===== config.mk =====
export PLATFORM = sky130hd
export DESIGN_NAME = i2c_accel_top
export DESIGN_NICKNAME = d
export VERILOG_FILES = /design/src/verilog/i2c_accel_pkg.sv /design/src/verilog/i2c_tick_gen.sv /design/src/verilog/i2c_master_fsm.sv /design/src/verilog/i2c_rd_buffer.sv /design/src/verilog/i2c_accel_top.sv
export VERILOG_INCLUDE_DIRS = /design/src /design/src/verilog
export SDC_FILE = /design/constraint.sdc
export NUM_CORES = 1
export LEC_CHECK = 0
export BUFFER_PORTS_ARGS = -buffer_cell sky130_fd_sc_hd__clkbuf_2
export CELL_PAD_IN_SITES_DETAIL_PLACEMENT = 1
export CELL_PAD_IN_SITES_GLOBAL_PLACEMENT = 2
export CORE_ASPECT_RATIO = 0.75
export CORE_MARGIN = 3
export CORE_UTILIZATION = 46
export CTS_BUF_LIST = sky130_fd_sc_hd__clkbuf_4 sky130_fd_sc_hd__clkbuf_8
export DETAILED_ROUTE_END_ITERATION = 16
export PLACE_DENSITY = 0.94
export SYNTH_ARGS = -nofsm -noshare
export SYNTH_HDL_FRONTEND = slang
export SYNTH_SLANG_ARGS = --single-unit

===== constraint.sdc =====
create_clock -name i_clk -period 2.99 [get_ports i_clk]
set_input_delay 0.598 -clock i_clk [delete_from_list [all_inputs] [get_ports i_clk]]
set_output_delay 0.598 -clock i_clk [all_outputs]
set_load 0.005 [all_outputs]

===== src/verilog/i2c_accel_cfg.svh =====
`ifndef I2C_ACCEL_CFG_SVH
`define I2C_ACCEL_CFG_SVH

// accelerometer 7-bit address, used in hw_burst
`define I2C_DEV_ADDR 7'h1D

// TEMP2, first of temp + xyz data
`define I2C_BURST_REG 8'h06

`define I2C_BURST_LEN 11

// quarter period 2^(r+2) clocks
`define I2C_DEF_RATE 2'd1

`endif


===== src/verilog/i2c_accel_pkg.sv =====
`include "i2c_accel_cfg.svh"

package i2c_accel_pkg;

	typedef enum logic [1:0] {
		cpu_single = 2'd0,
		cpu_burst  = 2'd1,
		hw_burst   = 2'd2
	} i2c_mode_e;

	typedef struct packed {
		logic       start;    // one cycle pulse
		logic       rd;
		i2c_mode_e  mode;
		logic [1:0] rate;
		logic [6:0] dev_addr;
		logic [7:0] reg_addr;
		logic [7:0] wr_data;
	} i2c_ctrl_t;

	typedef struct packed {
		logic ready;
		logic busy;
		logic done;
		logic nack;     // sticky until next start
	} i2c_status_t;

	typedef struct packed {
		logic scl_low;
		logic sda_low;
	} i2c_pins_t;

	typedef struct packed {
		logic [15:0] temp;
		logic [23:0] x;     // 20-bit sample, 4 reserved lsbs
		logic [23:0] y;
		logic [23:0] z;
	} accel_sample_t;

	// byte 0 is the first byte off the bus, msb of the word
	typedef union packed {
		logic [0:`I2C_BURST_LEN-1][7:0] bytes;
		accel_sample_t                   sample;
	} accel_burst_u;

	typedef enum logic [3:0] {
		ph_idle, ph_start, ph_addr, ph_addr_ack, ph_reg, ph_reg_ack,
		ph_wdata, ph_wdata_ack, ph_rdata, ph_mack, ph_stop
	} i2c_phase_e;

endpackage


===== src/verilog/i2c_tick_gen.sv =====
`timescale 1ns/10ps

module i2c_tick_gen (
	input  logic       i_clk,
	input  logic       i_rst_n,
	input  logic       i_en,
	input  logic [1:0] i_rate,
	output logic       o_tick,
	output logic [1:0] o_phase
);

	logic [4:0] cnt;
	logic [5:0] period;
	logic       term;

	assign period = 6'd4 << i_rate;  // 4, 8, 16, 32 clocks
	assign term   = ({1'b0, cnt} == period - 6'd1);

	always_ff @(posedge i_clk or negedge i_rst_n) begin
		if (!i_rst_n) begin
			cnt     <= '0;
			o_tick  <= 1'b0;
			o_phase <= '0;
		end else if (!i_en) begin
			cnt     <= '0;
			o_tick  <= 1'b0;
			o_phase <= '0;
		end else begin
			cnt    <= term ? 5'd0 : cnt + 5'd1;
			o_tick <= term;
			if (o_tick)
				o_phase <= o_phase + 2'd1;  // phase belongs to the tick just given
		end
	end

	a_tick_single: assert property (@(posedge i_clk) disable iff (!i_rst_n)
		o_tick |=> !o_tick)
		else $error("tick high on two consecutive cycles");

endmodule


===== src/verilog/i2c_master_fsm.sv =====
`timescale 1ns/10ps
`include "i2c_accel_cfg.svh"

module i2c_master_fsm (
	input  logic                     i_clk,
	input  logic                     i_rst_n,
	input  logic                     i_go,
	input  i2c_accel_pkg::i2c_ctrl_t i_req,
	input  logic                     i_tick,
	input  logic [1:0]               i_phase,
	input  logic                     i_sda,
	output i2c_accel_pkg::i2c_pins_t o_pins,
	output logic                     o_busy,
	output logic                     o_done,
	output logic                     o_nack,
	output logic                     o_byte_valid,
	output logic [3:0]               o_byte_idx,
	output logic [7:0]               o_byte,
	output logic                     o_commit
);

	i2c_accel_pkg::i2c_phase_e st;
	logic [7:0] sh;        // outgoing byte msb first
	logic [7:0] rx_sh;
	logic [2:0] bit_cnt;
	logic [3:0] byte_idx;
	logic       rd_pass;   // second transaction of a register read
	logic       last;
	logic       sda_drv;
	logic       go_pend;   // accepted go still waiting for its done

	assign last = (i_req.mode == i2c_accel_pkg::cpu_single) ? (byte_idx == 4'd0) :
		(byte_idx == 4'(`I2C_BURST_LEN - 1));

	always_comb begin
		case (st)
			i2c_accel_pkg::ph_addr,
			i2c_accel_pkg::ph_reg,
			i2c_accel_pkg::ph_wdata: sda_drv = ~sh[7];
			i2c_accel_pkg::ph_mack:  sda_drv = ~last;  // nack the final byte
			i2c_accel_pkg::ph_stop:  sda_drv = 1'b1;
			default:                 sda_drv = 1'b0;
		endcase
	end

	always_ff @(posedge i_clk or negedge i_rst_n) begin
		if (!i_rst_n) begin
			st           <= i2c_accel_pkg::ph_idle;
			o_pins       <= '0;
			o_busy       <= 1'b0;
			o_done       <= 1'b0;
			o_nack       <= 1'b0;
			o_byte_valid <= 1'b0;
			sh           <= '0;
			rx_sh        <= '0;
			bit_cnt      <= '0;
			byte_idx     <= '0;
			rd_pass      <= 1'b0;
		end else begin
			o_done       <= 1'b0;
			o_byte_valid <= 1'b0;
			if (st == i2c_accel_pkg::ph_idle) begin
				if (i_go) begin
					st      <= i2c_accel_pkg::ph_start;
					o_busy  <= 1'b1;
					o_nack  <= 1'b0;
					rd_pass <= 1'b0;
				end
			end else if (i_tick) begin
				case (i_phase)
					2'd0: o_pins.sda_low <= sda_drv;  // scl is low here
					2'd1: o_pins.scl_low <= 1'b0;
					2'd2: begin
						rx_sh <= {rx_sh[6:0], i_sda};
						if (st == i2c_accel_pkg::ph_rdata)
							o_byte_valid <= 1'b1;
						if (st == i2c_accel_pkg::ph_start)
							o_pins.sda_low <= 1'b1;  // start condition
						if (st == i2c_accel_pkg::ph_stop)
							o_pins.sda_low <= 1'b0;  // stop condition
					end
					default: begin
						if (st != i2c_accel_pkg::ph_stop)
							o_pins.scl_low <= 1'b1;
						case (st)
							i2c_accel_pkg::ph_start: begin
								sh      <= {i_req.dev_addr, rd_pass};
								bit_cnt <= 3'd7;
								st      <= i2c_accel_pkg::ph_addr;
							end
							i2c_accel_pkg::ph_addr,
							i2c_accel_pkg::ph_reg,
							i2c_accel_pkg::ph_wdata: begin
								sh <= {sh[6:0], 1'b0};
								if (bit_cnt != 3'd0)
									bit_cnt <= bit_cnt - 3'd1;
								else if (st == i2c_accel_pkg::ph_addr)
									st <= i2c_accel_pkg::ph_addr_ack;
								else if (st == i2c_accel_pkg::ph_reg)
									st <= i2c_accel_pkg::ph_reg_ack;
								else
									st <= i2c_accel_pkg::ph_wdata_ack;
							end
							i2c_accel_pkg::ph_addr_ack: begin
								bit_cnt <= 3'd7;
								if (rx_sh[0]) begin
									o_nack <= 1'b1;
									st     <= i2c_accel_pkg::ph_stop;
								end else if (rd_pass) begin
									byte_idx <= '0;
									st       <= i2c_accel_pkg::ph_rdata;
								end else begin
									sh <= i_req.reg_addr;
									st <= i2c_accel_pkg::ph_reg;
								end
							end
							i2c_accel_pkg::ph_reg_ack: begin
								bit_cnt <= 3'd7;
								sh      <= i_req.wr_data;
								if (rx_sh[0])
									o_nack <= 1'b1;
								if (rx_sh[0] || i_req.rd)
									st <= i2c_accel_pkg::ph_stop;
								else
									st <= i2c_accel_pkg::ph_wdata;
							end
							i2c_accel_pkg::ph_wdata_ack: begin
								if (rx_sh[0])
									o_nack <= 1'b1;
								st <= i2c_accel_pkg::ph_stop;
							end
							i2c_accel_pkg::ph_rdata: begin
								if (bit_cnt == 3'd0)
									st <= i2c_accel_pkg::ph_mack;
								else
									bit_cnt <= bit_cnt - 3'd1;
							end
							i2c_accel_pkg::ph_mack: begin
								bit_cnt <= 3'd7;
								if (last) begin
									st <= i2c_accel_pkg::ph_stop;
								end else begin
									byte_idx <= byte_idx + 4'd1;
									st       <= i2c_accel_pkg::ph_rdata;
								end
							end
							i2c_accel_pkg::ph_stop: begin
								if (!o_nack && i_req.rd && !rd_pass) begin
									rd_pass <= 1'b1;  // address is set so read it back
									st      <= i2c_accel_pkg::ph_start;
								end else begin
									o_busy <= 1'b0;
									o_done <= 1'b1;
									st     <= i2c_accel_pkg::ph_idle;
								end
							end
							default: st <= i2c_accel_pkg::ph_idle;
						endcase
					end
				endcase
			end
		end
	end

	always_ff @(posedge i_clk or negedge i_rst_n) begin
		if (!i_rst_n)
			go_pend <= 1'b0;
		else if (i_go && st == i2c_accel_pkg::ph_idle)
			go_pend <= 1'b1;
		else if (o_done)
			go_pend <= 1'b0;
	end

	assign o_byte_idx = byte_idx;
	assign o_byte     = rx_sh;
	assign o_commit   = i_tick && (i_phase == 2'd3) && (st == i2c_accel_pkg::ph_stop) &&
		rd_pass && !o_nack;

	a_sda_phase0: assert property (@(posedge i_clk) disable iff (!i_rst_n)
		$changed(o_pins.sda_low) |-> $past(i_tick) && ($past(i_phase) == 2'd0 ||
			$past(st) == i2c_accel_pkg::ph_start || $past(st) == i2c_accel_pkg::ph_stop))
		else $error("sda moved outside phase 0");

	a_done_once: assert property (@(posedge i_clk) disable iff (!i_rst_n)
		o_done |-> go_pend)
		else $error("done without an accepted go");

	a_go_after_done: assert property (@(posedge i_clk) disable iff (!i_rst_n)
		(i_go && st == i2c_accel_pkg::ph_idle) |-> !go_pend || o_done)
		else $error("go accepted before the previous done");

endmodule


===== src/verilog/i2c_rd_buffer.sv =====
`timescale 1ns/10ps
`include "i2c_accel_cfg.svh"

module i2c_rd_buffer (
	input  logic                        i_clk,
	input  logic                        i_rst_n,
	input  logic                        i_byte_valid,
	input  logic [3:0]                  i_byte_idx,
	input  logic [7:0]                  i_byte,
	input  logic                        i_commit,
	output i2c_accel_pkg::accel_burst_u o_burst
);

	i2c_accel_pkg::accel_burst_u shadow;  // assembles the readout in flight

	always_ff @(posedge i_clk) begin
		if (i_byte_valid)
			shadow.bytes[i_byte_idx] <= i_byte;
	end

	always_ff @(posedge i_clk or negedge i_rst_n) begin
		if (!i_rst_n)
			o_burst <= '0;
		else if (i_commit)
			o_burst <= shadow;  // whole burst at once
	end

	a_idx_range: assert property (@(posedge i_clk) disable iff (!i_rst_n)
		i_byte_valid |-> i_byte_idx < 4'(`I2C_BURST_LEN))
		else $error("byte index beyond burst length");

endmodule


===== src/verilog/i2c_accel_top.sv =====
`timescale 1ns/10ps
`include "i2c_accel_cfg.svh"

module i2c_accel_top (
	input  logic                        i_clk,
	input  logic                        i_rst_n,
	input  i2c_accel_pkg::i2c_ctrl_t    i_ctrl,
	input  logic                        i_drdy,
	input  logic                        i_sda,
	output i2c_accel_pkg::i2c_pins_t    o_pins,
	output i2c_accel_pkg::i2c_status_t  o_status,
	output i2c_accel_pkg::accel_burst_u o_burst
);

	i2c_accel_pkg::i2c_ctrl_t req_q;
	i2c_accel_pkg::i2c_ctrl_t req;
	logic [2:0] drdy_sr;   // sync plus edge stage
	logic       go_q;
	logic       trig;
	logic       ready;
	logic       tick;
	logic [1:0] phase;
	logic       busy;
	logic       done;
	logic       nack;
	logic       byte_valid;
	logic [3:0] byte_idx;
	logic [7:0] rx_byte;
	logic       commit;

	assign ready = !busy && !go_q;
	assign trig  = ready && ((i_ctrl.mode == i2c_accel_pkg::hw_burst) ?
		(drdy_sr[1] && !drdy_sr[2]) : i_ctrl.start);

	always_ff @(posedge i_clk or negedge i_rst_n) begin
		if (!i_rst_n) begin
			drdy_sr    <= '0;
			go_q       <= 1'b0;
			req_q      <= '0;
			req_q.rate <= `I2C_DEF_RATE;
		end else begin
			drdy_sr <= {drdy_sr[1:0], i_drdy};
			go_q    <= trig;
			if (trig)
				req_q <= i_ctrl;
		end
	end

	always_comb begin
		req = req_q;
		if (req_q.mode == i2c_accel_pkg::hw_burst) begin
			req.rd       = 1'b1;
			req.dev_addr = `I2C_DEV_ADDR;
			req.reg_addr = `I2C_BURST_REG;
		end
	end

	i2c_tick_gen u_tick (
		.i_clk   (i_clk),
		.i_rst_n (i_rst_n),
		.i_en    (busy),
		.i_rate  (req.rate),
		.o_tick  (tick),
		.o_phase (phase)
	);

	i2c_master_fsm u_fsm (
		.i_clk        (i_clk),
		.i_rst_n      (i_rst_n),
		.i_go         (go_q),
		.i_req        (req),
		.i_tick       (tick),
		.i_phase      (phase),
		.i_sda        (i_sda),
		.o_pins       (o_pins),
		.o_busy       (busy),
		.o_done       (done),
		.o_nack       (nack),
		.o_byte_valid (byte_valid),
		.o_byte_idx   (byte_idx),
		.o_byte       (rx_byte),
		.o_commit     (commit)
	);

	i2c_rd_buffer u_buf (
		.i_clk        (i_clk),
		.i_rst_n      (i_rst_n),
		.i_byte_valid (byte_valid),
		.i_byte_idx   (byte_idx),
		.i_byte       (rx_byte),
		.i_commit     (commit),
		.o_burst      (o_burst)
	);

	assign o_status.ready = ready;
	assign o_status.busy  = busy;
	assign o_status.done  = done;
	assign o_status.nack  = nack;

endmodule


# Yosys cells after proc, flatten, opt, wreduce, memory -nomap -nowiden
# Index checks and enable logic that the tools add are counted.
totals:
  regBits: 250
  latch_bits: 0
  ramBits: 0
  rom_bits: 0
  in_bits: 33
  out_inout_bits: 94
  elab_cells: 185
  n_memories: 0
classes:
  add_sub_neg: 5
  n_mul: 0
  div: 0
  n_lt_le_gt_ge: 2
  n_eq_ne: 31
  shift: 1
  mux: 68
  bitwise_logic: 6
  n_reduce_logical: 47
op_table:
  columns: ["operator", "n"]
  rows:
  - ["88-bit bitwise mux", 1]
  - ["4-bit two-way mux", 13]
  - ["1-bit two-way mux", 34]
  - ["8-bit demux with 4-bit select", 1]
  - ["4-bit one-hot mux with 8 select lines", 1]
  - ["8-bit one-hot mux with 4 select lines", 1]
  - ["8-bit two-way mux", 3]
  - ["5-bit AND reduction", 4]
  - ["4-bit by 3-bit == test with 1-bit output (second input constant)", 4]
  - ["4-bit == test (second input constant)", 4]
  - ["2-bit nonzero test", 8]
  - ["15-bit two-way mux", 1]
  - ["2-bit != test (second input constant)", 7]
  - ["6-bit AND reduction", 2]
  - ["1-bit logical AND", 10]
  - ["5-bit two-way mux", 2]
  - ["3-bit one-hot mux with 3 select lines", 1]
  - ["3-bit OR reduction", 3]
  - ["2-bit == test (second input constant)", 4]
  - ["4-bit by 2-bit == test with 1-bit output (second input constant)", 2]
  - ["4-bit zero test", 2]
  - ["2-bit two-way mux", 4]
  - ["4-bit one-hot mux with 2 select lines", 1]
  - ["4-bit AND reduction", 2]
  - ["30 further kinds", 45]

# Logic depth before layout (Yosys ltp)
logic_depth:
  depth_word: 9
  mapped_depth: 8
  mapped_depth_nobuf: 7

# Modules after synthesis
# A second synthesis with hierarchy kept.
unflattened:
  hier_cells: 752
  hier_area_um2: 10576.4
by_module_without_submodules:
  columns: ["module", "instances", "cells_each", "area_per_inst_um2", "seq_area_each_um2"]
  rows:
  - ["i2c_rd_buffer", 1, 291, 6077.1, 4844.6]
  - ["i2c_master_fsm", 1, 198, 2103.3, 850.8]
  - ["i2c_accel_top", 1, 229, 2008.2, 827.0]
  - ["i2c_tick_gen", 1, 34, 387.9, 200.2]

# Worst setup path before layout
# OpenSTA, ideal clock, no wires.
synth_path:
  path_kind: "input -> register"
  startpoint: "input i_ctrl[25] in the netlist's numbering"
  endpoint: "register req_q (netlist bit req[0])"
  setup_ns: 0.127
  t_arrival_ns: 1.902
  required_ns: 2.863
  path_slack_ns: 0.960
  stages: 5
  path_buffers: 2
  path_cell_list: "or4b_1 > a21boi_1 > buf_4 > buf_6 > mux2_1"
synth_via:
  elab_chain_len: 3
synth_lines:
  columns: ["item", "line", "source"]
  rows:
  - ["from (decl)", "i2c_accel_top.sv:7", "input i2c_accel_pkg::i2c_ctrl_t i_ctrl,"]
  - ["2-bit == test", "i2c_accel_top.sv:32", "assign trig = ready && ((i_ctrl.mode == i2c_accel_pkg::hw_burst) ?"]
  - ["1-bit two-way mux", "i2c_accel_top.sv:32", null]
  - ["1-bit logical AND", "i2c_accel_top.sv:32", null]
  - ["to (signal assigned)", "i2c_accel_top.sv:45", "req_q <= i_ctrl;"]
  - ["to (decl)", "i2c_accel_top.sv:15", "i2c_accel_pkg::i2c_ctrl_t req_q;"]
# No other way between the ends.
# A chain may end at the register's enable or synchronous reset.

# Worst setup path in the final report
layout_path:
  startpoint: "register u_fsm.st[2]"
  endpoint: "register u_buf.o_burst[31] in the netlist's numbering"
layout_via:
  elab_chain_len: 4
layout_lines:
  columns: ["item", "line", "source"]
  rows:
  - ["from (decl)", "i2c_master_fsm.sv:22", "i2c_accel_pkg::i2c_phase_e st;"]
  - ["from (signal assigned)", "i2c_master_fsm.sv:48", "st <= i2c_accel_pkg::ph_idle;"]
  - ["from (signal assigned)", "i2c_master_fsm.sv:64", "st <= i2c_accel_pkg::ph_start;"]
  - ["from (signal assigned)", "i2c_master_fsm.sv:89", "st <= i2c_accel_pkg::ph_addr;"]
  - ["4-bit == test", "i2c_master_fsm.sv:176", "assign o_commit = i_tick && (i_phase == 2'd3) && (st == i2c_accel_pkg::ph_stop) &&"]
  - ["1-bit logical AND (2 in series)", "i2c_master_fsm.sv:176", null]
  - ["1-bit logical AND", "i2c_master_fsm.sv:177", "rd_pass && !o_nack;"]
  - ["to (signal assigned)", "i2c_rd_buffer.sv:25", "o_burst <= shadow;"]
  - ["to (decl)", "i2c_rd_buffer.sv:11", "output i2c_accel_pkg::accel_burst_u o_burst"]
# No other way between the ends.

==> metrics <==
Max Clock Freq=0.423 GHz; Net Count, Synth=683; Layout fillers=a little over 2000; Worst Path Max Fanout=between 80 and 90; Worst Skew=roughly 0.032 ns; Worst EP arrival=2.74 ns; Hold Fails Final Rpt=0; sequential share of power=roughly 47%; Ys Warns=0; gr busiest metal=met2; setup ws final=approximately 0.63 ns; largest net degree at the start of global routing=between 80 and 90; Area Overhead vs Synth=18.8%; fraction of registers with async set/reset=around two thirds; Hold WS=0.0204 ns; Total Wirelength=23900 um; clock power share=35.9%; Nets=833; Post-Syn Area=roughly 9800 um^2; Psw=0.00248 W; Placement Cell Area=10800 um^2; vias in the first global route=approximately 6600; # Post-CTS Setup Buffers=0; final setup vio count=0; Yosys cell types=61; slew margin rel.=between 40% and 50%; Syn Area/Cell=15.4 um^2; DRC violations left=0; drt pass-1 iters=4; Crit Path Class=flip-flop to flip-flop; core area=between 20000 and 25000 um^2; setup TNS=0 ns; EDFF count, synth=between 80 and 90; DR vias=~6000; Skew-Pair Late Insertion Delay=~0.52 ns; sequential share of the synthesized area=roughly two thirds; crit path time final=2.36 ns; initial DRC count=roughly 370; P_int=roughly 0.0064 W; Worst VDD drop=between 0.4 and 0.5 mV; PD cells=759 nW/um^2; layout cells sized above 1=a little under two fifths; Hold WC Path Type=input port to asynchronous set/reset pin; I/O Buffers=about 130; final instance area=~12000 um^2; CTS Buffer Depth=3; initial antenna violation count=0; logic gate share of total power=between 10% and 20%; Post-Syn Instances=between 600 and 700; DIE AREA=~23000 um^2; Worst-path clk slew=around 0.060 ns; Seq cells post-synth=250; Leak Pwr=about 5.4 nW; H-tree level count=2; vias per cell=about 5.5; CTS Root Cell=clkbuf_8; GPL Wtd Cong=0.814; total CTS buffers=39; Total GRT Usage=between 20% and 30%; antenna viol nets, final=0; DR WL/cell=approximately 22 um; met3 Track Usage GR=4.76%; first-pass GRT wire length=37700 um; crit start category=flip-flop; Tightest Pin Transition=about 0.77 ns; # clock sinks=250; RSZ-0062 raised after global routing=no; dpl cells=a little over 1000; Post-DP HPWL=16100 um; Die H=approximately 130 um; Setup WS pre-CTS=0.713 ns; IO Count=127; WP data required=~3.4 ns; Switching Fraction=between 20 and 30%; Final Max Tran Viols=0; Finished Layout Cells=1100; Primary FF master, synth=dfrtp_1; GRT Residual Overflow=0; initial core utilization=between 40% and 50%; row count=45; global-route met1 utilization=approximately 29%; crit end category=flip-flop; met2 Track Usage GR=about a third; cts repair resizes=0; status=complete, no violations; number of max-cap violations=0; hold_buf cts=0; CTS tree=yes; Period Utilization, post-route=79.1%; Die W=between 150 and 200 um
## routing by layer
layer	vias to the layer above	part of all wire, %	routed length, um
met4	0	1.4	338
met5	-	0	0
met1	3136	45	10600
li1	2650	-	-
met3	33	6.5	1560
met2	196	47	11300
## sequential cells by signal (all words and copies together), names as in the netlist, 2 cells and up
name              flops
u_fsm.o_pins          2
u_tick.cnt            5
u_fsm.o_byte          8
u_buf.o_burst        88
req                  12
u_buf.shadow         88
drdy_sr               3
u_fsm.st              4
u_fsm.bit_cnt         3
u_tick.o_phase        2
req_q                16
u_fsm.o_byte_idx      4
u_fsm.sh              8
## cell usage after synthesis (9+ instances only)
| cell | number | share of area (%) |
|---|---|---|
| a21oi_1 | 20 | 1.0 |
| nor3_1 | 10 | 0.51 |
| mux2_2 | 86 | 9.9 |
| nand2_1 | 17 | 0.65 |
| dfrtp_1 | 161 | 41 |
| buf_2 | 16 | 0.82 |
| edfxtp_1 | 88 | 27 |
| o21ai_0 | 14 | 0.71 |
| mux2_1 | 39 | 4.5 |
| a22o_1 | 12 | 1.1 |
| ha_1 | 12 | 1.5 |
| nor2_1 | 28 | 1.1 |
| nor2b_1 | 9 | 0.57 |
| inv_1 | 13 | 0.50 |
## cell families (layout without fill, tap and decap cells)
kind of cell / count (synthesis) / after routing / share of synthesized area (%)
and+or+nand+nor: 110 / 110 / 6.24
AOI/OAI and AO/OA: 91 / 91 / 6.56
DFF: 250 / 250 / 68.3
other: 0 / 1 / 0
buffers and inverters: 44 / 223 / 2.43
xor gates and xnor gates: 5 / 5 / 0.447
adders and majority gates: 12 / 12 / 1.53
muxes: 126 / 126 / 14.5
## placed cells by master, fill, tap and decap left out, types with 4 or more instances in the layout
master,count
clkbuf_2,125
mux2_2,86
and2_1,4
o21ai_1,7
buf_4,11
ha_1,12
a21oi_1,20
nor2b_1,9
inv_1,13
nand2_1,17
clkbuf_4,18
a22o_1,12
nand2b_1,6
o21ai_0,14
nor2_1,28
dfrtp_1,161
nor3_1,10
nand3_1,6
edfxtp_1,88
a31oi_1,4
o31ai_1,5
and3_1,7
mux2_1,39
clkbuf_8,47
## final timing paths
kind / cells after the start / end / slack (ns) / startpoint
max in group asynchronous: 2 / u_buf.o_burst[28]$_DFFE_PN0P_ / 2.13 / i_rst_n
max reg2reg: 5 / u_buf.o_burst[31]$_DFFE_PN0P_ / 0.63 / u_fsm.st[2]$_DFFE_PN0P_
max: 5 / u_buf.o_burst[31]$_DFFE_PN0P_ / 0.63 / u_fsm.st[2]$_DFFE_PN0P_
min: 1 / u_buf.o_burst[46]$_DFFE_PN0P_ / 0.02 / i_rst_n
min reg2reg: 0 / drdy_sr[1]$_DFF_PN0_ / 0.35 / drdy_sr[0]$_DFF_PN0_
min in group i_clk: 1 / drdy_sr[0]$_DFF_PN0_ / 0.20 / i_drdy
## metrics by stage
stage / util, % / total power (W)
after floorplan: - / 0.00519
after global placement: 52.3 / 0.00556
after detailed placement: 52.3 / 0.00568
after CTS: 56.6 / 0.00892
after global routing: 56.6 / 0.00929
final: 56.6 / 0.00884
## power by group through the flow
stage / clock network [W] / logic (W) / registers [W]
6_report: 0.00318 / 0.00150 / 0.00416
5_1_grt: 0.00343 / 0.00167 / 0.00419
2_1_floorplan: 0 / 0.00114 / 0.00405
3_3_place_gp: 0 / 0.00137 / 0.00419
3_5_place_dp: 0 / 0.00146 / 0.00422
4_1_cts: 0.00327 / 0.00150 / 0.00416
## critical path, cell delays in order, from the launching register on
cell	delay [ns]
dfrtp_1	0.60
nand2b_1	0.33
nand2b_1	0.26
nor2_4	0.17
buf_12	0.39
mux2_2	0.41
## area by class of cell
class                           instances  area (um^2)  area share (%)
Antenna cell                            1         2.50          0.0215
Clock buffer                           65          782            6.72
Clock inverter                          5          103           0.881
Inverter                               13         48.8           0.419
Multi-Input combinational cell        344         2880            24.7
Sequential cell                       250         6700            57.5
Tap cell                              282          353            3.03
Timing Repair Buffer                  140          779            6.70
No activity file was read; power rests on OpenSTA's default activity.
